**config.mk**
```make
export PLATFORM = sky130hd
export DESIGN_NAME = console_usb_top
export DESIGN_NICKNAME = d
export VERILOG_FILES = /design/src/design/console_pkg.sv /design/src/design/console_len_if.sv /design/src/design/console_beat_if.sv /design/src/design/console_usb_num.sv /design/src/design/console_xfer_sequencer.sv /design/src/design/console_xfer_result.sv /design/src/design/console_usb_top.sv
export SDC_FILE = /design/constraint.sdc
export NUM_CORES = 1
export LEC_CHECK = 0
export ABC_AREA = 1
export BUFFER_PORTS_ARGS = -buffer_cell sky130_fd_sc_hd__buf_2
export CAP_MARGIN = 25
export CORE_MARGIN = 5
export CORE_UTILIZATION = 50
export CTS_CLUSTER_SIZE = 16
export DETAILED_ROUTE_END_ITERATION = 10
export GPL_TIMING_DRIVEN = 0
export PLACE_DENSITY = 0.69
export SYNTH_ARGS = -nofsm -noshare
export SYNTH_HDL_FRONTEND = slang
export SYNTH_SLANG_ARGS = --single-unit
```
**constraint.sdc**
```tcl
create_clock -name clk -period 6.95 [get_ports clk]
set_input_delay 2.085 -clock clk [delete_from_list [all_inputs] [get_ports clk]]
set_output_delay 2.085 -clock clk [all_outputs]
set_load 0.02 [all_outputs]
```
**src/design/console_pkg.sv**
```systemverilog
`default_nettype none

package console_pkg;

    // Eight slots, fixed by the 16-bit dev_stat bus.
    localparam int NUM_SLOTS  = 8;
    localparam int SLOT_W     = $clog2(NUM_SLOTS);
    localparam int SLOT_LEN_W = 12;   // Largest slot count is 512.
    localparam int LEN_W      = 13;   // Eight full slots add up to 4096.

    // Two status bits per slot, as reported by the device side.
    typedef enum logic [1:0] {
        SLOT_IDLE  = 2'b00,   // Nothing waiting.
        SLOT_SMALL = 2'b01,   // 128 bytes.
        SLOT_MED   = 2'b10,   // 256 bytes.
        SLOT_LARGE = 2'b11    // 512 bytes.
    } slot_code_e;

    typedef enum logic [1:0] {
        XFER_IDLE  = 2'b00,
        XFER_SCAN  = 2'b01,
        XFER_BURST = 2'b10,
        XFER_DONE  = 2'b11
    } xfer_state_e;

endpackage

`default_nettype wire

```
**src/design/console_len_if.sv**
```systemverilog
`default_nettype none
`timescale 1ns/10ps

// Slot byte counts and their total, from the decode block to the sequencer.
interface console_len_if import console_pkg::*; ();

    logic [SLOT_LEN_W-1:0] slot_bytes [NUM_SLOTS];
    logic [LEN_W-1:0]      total_bytes;   // Lags slot_bytes by one clock.
    logic [NUM_SLOTS-1:0]  active_mask;
    logic                  changed;

    modport src (
        output slot_bytes,
        output total_bytes,
        output active_mask,
        output changed
    );

    modport dst (
        input  slot_bytes,
        input  total_bytes,
        input  active_mask,
        input  changed
    );

endinterface

`default_nettype wire

```
**src/design/console_beat_if.sv**
```systemverilog
`default_nettype none
`timescale 1ns/10ps

interface console_beat_if import console_pkg::*; ();

    logic              beat;       // One strobe per BEAT_BYTES bytes.
    logic [SLOT_W-1:0] slot;
    logic              slot_end;   // Marks the last beat of a slot.
    logic              done;

    modport src (
        output beat,
        output slot,
        output slot_end,
        output done
    );

    modport dst (
        input  beat,
        input  slot,
        input  slot_end,
        input  done
    );

endinterface

`default_nettype wire

```
**src/design/console_usb_num.sv**
```systemverilog
`default_nettype none
`timescale 1ns/10ps

module console_usb_num
    import console_pkg::*;
(
    input  logic                   clk,
    input  logic                   rst,
    input  logic [0:2*NUM_SLOTS-1] dev_stat,
    output logic [LEN_W-1:0]       data_len,
    console_len_if.src             len
);

    logic [SLOT_LEN_W-1:0] slot_cnt  [NUM_SLOTS];
    logic [SLOT_LEN_W-1:0] slot_next [NUM_SLOTS];
    logic [NUM_SLOTS-1:0]  slot_diff;
    logic [LEN_W-1:0]      len_sum;
    logic                  changed_q;

    function automatic logic [SLOT_LEN_W-1:0] code_bytes(input slot_code_e code);
        case (code)
            SLOT_SMALL: return SLOT_LEN_W'(128);
            SLOT_MED:   return SLOT_LEN_W'(256);
            SLOT_LARGE: return SLOT_LEN_W'(512);
            default:    return '0;
        endcase
    endfunction

    // Slot i uses dev_stat[2i:2i+1], with the lower index as the high bit.
    always_comb begin
        for (int i = 0; i < NUM_SLOTS; i++) begin
            slot_next[i] = code_bytes(slot_code_e'(dev_stat[2*i +: 2]));
            slot_diff[i] = (slot_next[i] != slot_cnt[i]);
        end
    end

    always_ff @(posedge clk or posedge rst) begin
        if (rst) begin
            for (int i = 0; i < NUM_SLOTS; i++) begin
                slot_cnt[i] <= '0;
            end
            changed_q <= 1'b0;
        end else begin
            for (int i = 0; i < NUM_SLOTS; i++) begin
                slot_cnt[i] <= slot_next[i];
            end
            changed_q <= |slot_diff;
        end
    end

    always_comb begin
        len_sum = '0;
        for (int i = 0; i < NUM_SLOTS; i++) begin
            len_sum = len_sum + LEN_W'(slot_cnt[i]);
        end
    end

    // The total is taken from the registered counts, so it trails them by a clock.
    always_ff @(posedge clk or posedge rst) begin
        if (rst) begin
            data_len <= '0;
        end else begin
            data_len <= len_sum;
        end
    end

    always_comb begin
        for (int i = 0; i < NUM_SLOTS; i++) begin
            len.slot_bytes[i]  = slot_cnt[i];
            len.active_mask[i] = |slot_cnt[i];
        end
    end

    assign len.total_bytes = data_len;
    assign len.changed     = changed_q;

    a_len_max : assert property (@(posedge clk) disable iff (rst)
        data_len <= LEN_W'(4096))
        else $error("data_len exceeds 4096 bytes.");

endmodule

`default_nettype wire

```
**src/design/console_xfer_sequencer.sv**
```systemverilog
`default_nettype none
`timescale 1ns/10ps

module console_xfer_sequencer
    import console_pkg::*;
#(
    parameter int BEAT_BYTES = 4
) (
    input  logic        clk,
    input  logic        rst,
    input  logic        start,
    output logic        busy,
    console_len_if.dst  len,
    console_beat_if.src beats
);

    localparam int BEAT_SHIFT = $clog2(BEAT_BYTES);

    xfer_state_e           state;
    logic [SLOT_LEN_W-1:0] snap_beats [NUM_SLOTS];
    logic [NUM_SLOTS-1:0]  pending;
    logic [NUM_SLOTS-1:0]  remain;   // Pending slots other than the one in service.
    logic [SLOT_W-1:0]     cur_slot;
    logic [SLOT_W-1:0]     next_slot;
    logic [SLOT_LEN_W-1:0] beats_left;
    logic                  last_beat;
    logic [LEN_W-1:0]      slot_sum;

    function automatic logic [SLOT_W-1:0] lowest_slot(input logic [NUM_SLOTS-1:0] mask);
        logic [SLOT_W-1:0] idx;
        idx = '0;
        for (int i = NUM_SLOTS - 1; i >= 0; i--) begin
            if (mask[i]) begin
                idx = SLOT_W'(i);
            end
        end
        return idx;
    endfunction

    always_comb begin
        last_beat = (beats_left == SLOT_LEN_W'(1));
        remain    = pending;
        if (state == XFER_BURST) begin
            remain[cur_slot] = 1'b0;
        end
        next_slot = lowest_slot(remain);
    end

    // Start counts only while busy is low, which includes the done cycle.
    always_ff @(posedge clk) begin
        if (!busy && start) begin
            for (int i = 0; i < NUM_SLOTS; i++) begin
                snap_beats[i] <= len.slot_bytes[i] >> BEAT_SHIFT;
            end
        end
    end

    always_ff @(posedge clk or posedge rst) begin
        if (rst) begin
            state      <= XFER_IDLE;
            pending    <= '0;
            cur_slot   <= '0;
            beats_left <= '0;
        end else begin
            case (state)
                XFER_IDLE, XFER_DONE: begin
                    if (start) begin
                        pending <= len.active_mask;
                        state   <= XFER_SCAN;
                    end else begin
                        state <= XFER_IDLE;
                    end
                end
                XFER_SCAN: begin
                    if (remain == '0) begin
                        state <= XFER_DONE;
                    end else begin
                        cur_slot   <= next_slot;
                        beats_left <= snap_beats[next_slot];
                        state      <= XFER_BURST;
                    end
                end
                XFER_BURST: begin
                    if (last_beat) begin
                        pending[cur_slot] <= 1'b0;
                        if (remain == '0) begin
                            state <= XFER_DONE;
                        end else begin
                            cur_slot   <= next_slot;   // Next slot follows with no gap.
                            beats_left <= snap_beats[next_slot];
                        end
                    end else begin
                        beats_left <= beats_left - 1'b1;
                    end
                end
                default: state <= XFER_IDLE;
            endcase
        end
    end

    assign busy           = (state == XFER_SCAN) || (state == XFER_BURST);
    assign beats.beat     = (state == XFER_BURST);
    assign beats.slot     = cur_slot;
    assign beats.slot_end = (state == XFER_BURST) && last_beat;
    assign beats.done     = (state == XFER_DONE);

    always_comb begin
        slot_sum = '0;
        for (int i = 0; i < NUM_SLOTS; i++) begin
            slot_sum = slot_sum + LEN_W'(len.slot_bytes[i]);
        end
    end

    a_idle_no_beat : assert property (@(posedge clk) disable iff (rst)
        state == XFER_IDLE |-> !beats.beat)
        else $error("Beat issued from idle.");

    a_done_alone : assert property (@(posedge clk) disable iff (rst)
        beats.done |-> !beats.beat)
        else $error("done overlaps a beat.");

    // Once the decode block has settled, its total agrees with the slot counts.
    a_total_sync : assert property (@(posedge clk) disable iff (rst)
        !len.changed |-> len.total_bytes == slot_sum)
        else $error("total_bytes out of step with slot_bytes.");

endmodule

`default_nettype wire

```
**src/design/console_xfer_result.sv**
```systemverilog
`default_nettype none
`timescale 1ns/10ps

module console_xfer_result
    import console_pkg::*;
#(
    parameter int BEAT_BYTES = 4
) (
    input  logic                 clk,
    input  logic                 rst,
    console_beat_if.dst          beats,
    output logic [LEN_W-1:0]     moved_bytes,
    output logic [NUM_SLOTS-1:0] served_mask
);

    logic [LEN_W-1:0]     moved_acc;
    logic [NUM_SLOTS-1:0] served_acc;

    always_ff @(posedge clk or posedge rst) begin
        if (rst) begin
            moved_acc   <= '0;
            served_acc  <= '0;
            moved_bytes <= '0;
            served_mask <= '0;
        end else if (beats.done) begin
            // Publish and start the next transfer from zero.
            moved_bytes <= moved_acc;
            served_mask <= served_acc;
            moved_acc   <= '0;
            served_acc  <= '0;
        end else begin
            if (beats.beat) begin
                moved_acc <= moved_acc + LEN_W'(BEAT_BYTES);
            end
            if (beats.slot_end) begin
                served_acc[beats.slot] <= 1'b1;   // Slot counts as served on its last beat.
            end
        end
    end

    a_end_with_beat : assert property (@(posedge clk) disable iff (rst)
        beats.slot_end |-> beats.beat)
        else $error("slot_end seen without a beat.");

endmodule

`default_nettype wire

```
**src/design/console_usb_top.sv**
```systemverilog
`default_nettype none
`timescale 1ns/10ps

module console_usb_top
    import console_pkg::*;
#(
    parameter int BEAT_BYTES = 4
) (
    input  logic                   clk,
    input  logic                   rst,
    input  logic [0:2*NUM_SLOTS-1] dev_stat,
    input  logic                   start,
    output logic [LEN_W-1:0]       data_len,
    output logic                   busy,
    output logic                   rd_en,
    output logic [SLOT_W-1:0]      rd_slot,
    output logic                   done,
    output logic [LEN_W-1:0]       moved_bytes,
    output logic [NUM_SLOTS-1:0]   served_mask
);

    console_len_if  u_len_if ();
    console_beat_if u_beat_if ();

    console_usb_num u_usb_num (
        .clk      (clk),
        .rst      (rst),
        .dev_stat (dev_stat),
        .data_len (data_len),
        .len      (u_len_if)
    );

    console_xfer_sequencer #(
        .BEAT_BYTES (BEAT_BYTES)
    ) u_sequencer (
        .clk   (clk),
        .rst   (rst),
        .start (start),
        .busy  (busy),
        .len   (u_len_if),
        .beats (u_beat_if)
    );

    console_xfer_result #(
        .BEAT_BYTES (BEAT_BYTES)
    ) u_result (
        .clk         (clk),
        .rst         (rst),
        .beats       (u_beat_if),
        .moved_bytes (moved_bytes),
        .served_mask (served_mask)
    );

    // The read side sees the beat strobes directly.
    assign rd_en   = u_beat_if.beat;
    assign rd_slot = u_beat_if.slot;
    assign done    = u_beat_if.done;

endmodule

`default_nettype wire

```
==> flow_summary_export.csv <==
group,metric,value,unit
global_route,grt_max_degree,67,
timing,rsz0062_at_grt,"no",
worst_setup_path,worstPathMaxFanout,3,
cts,clock_sinks,117,
routing,drtAntennaViolNets,0,
global_route,antenna_found_initial,0,
worst_setup_path,reg2reg_slack,2.68,ns
routing,drc,0,
timing,max_freq,234,MHz
pwr,power_density,431,nW/um^2
final_layout,drive_gt1_share,16.8,%
global_route,grt_use_total,17.9,%
timing,finClkSkew,0.00764,ns
timing,tns,0,ns
global_route,grt_pass1_wl,20000,microns
global_route,grt_pass1_vias,4302,
place,dp_cells,808,
worst_setup_path,worst_r2r_startpoint,"u_usb_num.len.slot_bytes[79]",
timing,setup_viol,0,
timing,period_minus_slack,4.27,ns
final_layout,final_nets,737,
yosys,synth_edf_count,24,
timing,max_slew.worst_pin.slew,0.530,ns
floorplan,fp.dieArea,13800,sq um
yosys,yosysSeqAreaShare,52.8,%
yosys,netlist_area,5780,sq um
final_layout,postLayoutCellArea,6880,sq um
yosys,synth.ff_latch_count,117,
worst_setup_path,end_kind,"flop",
global_route,grtUsageMet3,5.77,%
floorplan,core_area,11400,sq um
pwr,ir_worst_vdd,0.000241,V
routing,drt-initial-drc-count,233,
global_route,grt_use_met1,21.7,%
timing,maxSlewViolCount,0,
routing,drt_pre_antenna_iters,4,
global_route,grt-ovfl-total,0,
final_layout,finalNonFillerCells,841,
worst_setup_path,worstPathArrival,4.56,ns
place,numPortBuffers,49,
cts,holdBufCountCts,0,
floorplan,rows,39,
yosys,synth_cells,607,
flow_run,cap_violations,0,
cts,cts_buffer_depth,2,
cts,clk_pin_slew_worst_paths,0.05,ns
worst_setup_path,path_cells,"ha_1 > fa_1 > xor2_1 > fa_1 > inv_1 > fa_1 > fa_1 > inv_1 > fa_1 > fa_1 > nand3_1 > nand2_1 > xor2_1",
place,place_area,6260,sq um
pwr,power_leakage,3.47,nW
cts,cts_max_level,4,
worst_setup_path,critPathLaunchType,"flop",
worst_setup_path,rr_worst_depth,13,
global_route,global_route.usage.met2,29.7,%
timing,slew_headroom,64.7,%
worst_setup_path,critical_path_class,"flop to flop",
place,dp_hpwl,8530,microns
floorplan,die_w,117,microns
cts,root_buffer,"clkbuf_16",
final_layout,antennaDiodeCount,0,
cts,ctsResizeCount,0,
global_route,busiest_layer,"met2",
yosys,synth_flop_cell,"dfrtp_1",
worst_setup_path,cpMostUsedCell,"fa_1",
yosys,synthArstFlopShare,79.5,%
worst_hold_path,min_delay_worst_endpoint,"u_sequencer.snap_beats[5][6]",
cts,cts_inserted_buffers,17,
floorplan,io_pins,59,
routing,wl_per_cell,13.7,microns
worst_setup_path,slowest_delay,0.55,ns
timing,finalCritPeriodShare,61.4,%
timing,finalHoldViolations,0,
yosys,ys_warn_count,0,
final_layout,area_growth,19.0,%
place,gp_congestion,0.878,
yosys,ys_types,43,
status,status,"complete, no violations",
worst_setup_path,crit_required,7.24,ns
worst_hold_path,min_path_cells,0,
cts,insertion_delay,0.41,ns
worst_hold_path,hold_start,"u_usb_num.len.slot_bytes[32]",
routing,dr_total_vias,4285,
final_layout,final_core_util,60.5,%
worst_setup_path,r2r-end,"u_usb_num.data_len[12]",
floorplan,die_y,117,microns
yosys,synth_area_per_cell,9.52,sq um
cts,tritoncts,"built",
routing,finalWirelength,11600,microns
cts,postCtsSetupRepairBufs,0,
floorplan,start_util,50.8,%
routing,viasPerCell,5.10,
worst_hold_path,hp-class,"flop to flop",
worst_setup_path,cpMaxStageDelayCell,"fa_1",
timing,whs,0.446,ns
state kept, by name, summed over array words and instances, names as in the netlist, 6 cells and up:
signal and count:
u_usb_num.len.slot_bytes 24, u_sequencer.snap_beats 24, u_result.moved_bytes 11, u_sequencer.beats_left 12, u_sequencer.pending 8, u_result.moved_acc 11, u_result.served_acc 8, u_usb_num.data_len 6
u_result.served_mask 8
cells by family (layout without fill, tap and decap cells):
family | Yosys count | count (layout) | share of synthesized area [%]
AND/OR/NAND/NOR | 215 | 215 | 17.0
buffers and inverters | 135 | 218 | 10.0
XOR/XNOR | 10 | 10 | 1.52
flip-flops | 117 | 117 | 52.8
AO/OA/AOI/OAI | 96 | 96 | 9.68
adder cells (fa/ha/maj) | 33 | 33 | 8.97
other | 1 | 9 | 0.0649
where the power goes:
group          switching (mW)  leakage, nW  total (mW)  internal [mW]
clock network           0.281        0.287       0.839          0.557
registers              0.0912         1.45       0.965          0.874
logic                   0.765         1.73        1.16          0.397
total                    1.14         3.47        2.97           1.83
worst max path at each step:
stage	from	endpoint	slack (ns)	depth (start not counted)
after floorplan	rst	u_result.moved_acc[10]	2.44	1
after global placement	rst	u_sequencer.beats_left[2]	1.48	2
after detailed placement	u_usb_num.len.slot_bytes[79]	u_usb_num.data_len[12]	2.70	13
after CTS	u_usb_num.len.slot_bytes[79]	u_usb_num.data_len[12]	2.65	13
after global routing	u_usb_num.len.slot_bytes[79]	u_usb_num.data_len[12]	2.49	13
final	u_usb_num.len.slot_bytes[79]	u_usb_num.data_len[12]	2.68	13
routing by layer:
layer	up-vias	routed length [microns]
met2	109	5890
met3	17	578
met5	-	0
met4	0	199
li1	2098	-
met1	2061	4890
final cells by class:
cell class                 count  area [sq um]
fill                         974          4490
inverter                     113           432
timing repair buffer          51           300
multi-input combinational    363          2180
sequential                   117          3050
tap                          143           179
buffer                        22           150
clock inverter                 1          5.00
clock buffer                  31           582
cells in the mapped netlist, drive strengths merged, types with 2 or more instances:
| cell | number | share of area (%) |
|---|---|---|
| xnor2 | 2 | 0.30 |
| nor3 | 10 | 1.2 |
| xor2 | 8 | 1.2 |
| edfxtp | 24 | 12 |
| dfrtp | 93 | 40 |
| inv | 111 | 7.3 |
| a22oi | 2 | 0.26 |
| a21oi | 33 | 2.9 |
| a31oi | 2 | 0.48 |
| nand4 | 4 | 0.43 |
| nor2 | 44 | 3.3 |
| o21ai | 49 | 4.8 |
| buf | 14 | 2.1 |
| nor4 | 8 | 0.97 |
| nand3 | 43 | 3.7 |
| clkbuf | 8 | 0.52 |
| fa | 14 | 4.9 |
| o21a | 2 | 0.26 |
| clkinv | 2 | 0.13 |
| ha | 19 | 4.1 |
| nand2 | 105 | 7.2 |
| o211ai | 3 | 0.39 |
metrics by stage:
step | power (mW) | setup WS, ns
after floorplan | 1.83 | 2.44
after global routing | 3.19 | 2.49
after CTS | 2.97 | 2.65
final | 2.97 | 2.68
after global placement | 2.08 | 1.48
after detailed placement | 2.11 | 2.70
cell usage in the layout (no fill, tap or decap), types with 3 or more instances in the layout:
| master | Yosys | layout |
|---|---|---|
| ha_1 | 19 | 19 |
| clkbuf_1 | 8 | 15 |
| nor2_1 | 42 | 42 |
| a21oi_1 | 33 | 33 |
| inv_1 | 101 | 100 |
| edfxtp_1 | 24 | 24 |
| fa_1 | 14 | 14 |
| inv_2 | 8 | 8 |
| dfrtp_1 | 93 | 93 |
| o21ai_1 | 6 | 6 |
| buf_4 | 10 | 10 |
| o211ai_1 | 3 | 3 |
| nand2_2 | 3 | 3 |
| clkbuf_8 | 0 | 4 |
| nor3_1 | 7 | 7 |
| buf_6 | 4 | 4 |
| o21ai_0 | 39 | 39 |
| inv_4 | 2 | 3 |
| buf_2 | 0 | 49 |
| nor4_1 | 7 | 7 |
| conb_1 | 1 | 9 |
| nand4_1 | 4 | 4 |
| clkbuf_16 | 0 | 20 |
| xor2_1 | 8 | 8 |
| nand2_1 | 100 | 100 |
| nand3_1 | 43 | 43 |
critical path, delay by kind of cell, from the launching register on:
family                     cells  cell delay, ns
adders and majority gates      7            3.16
DFF                            1            0.42
xor gates and xnor gates       2            0.31
and+or+nand+nor                2            0.15
buffers and inverters          2            0.11
(Power assumes the default switching activity.)
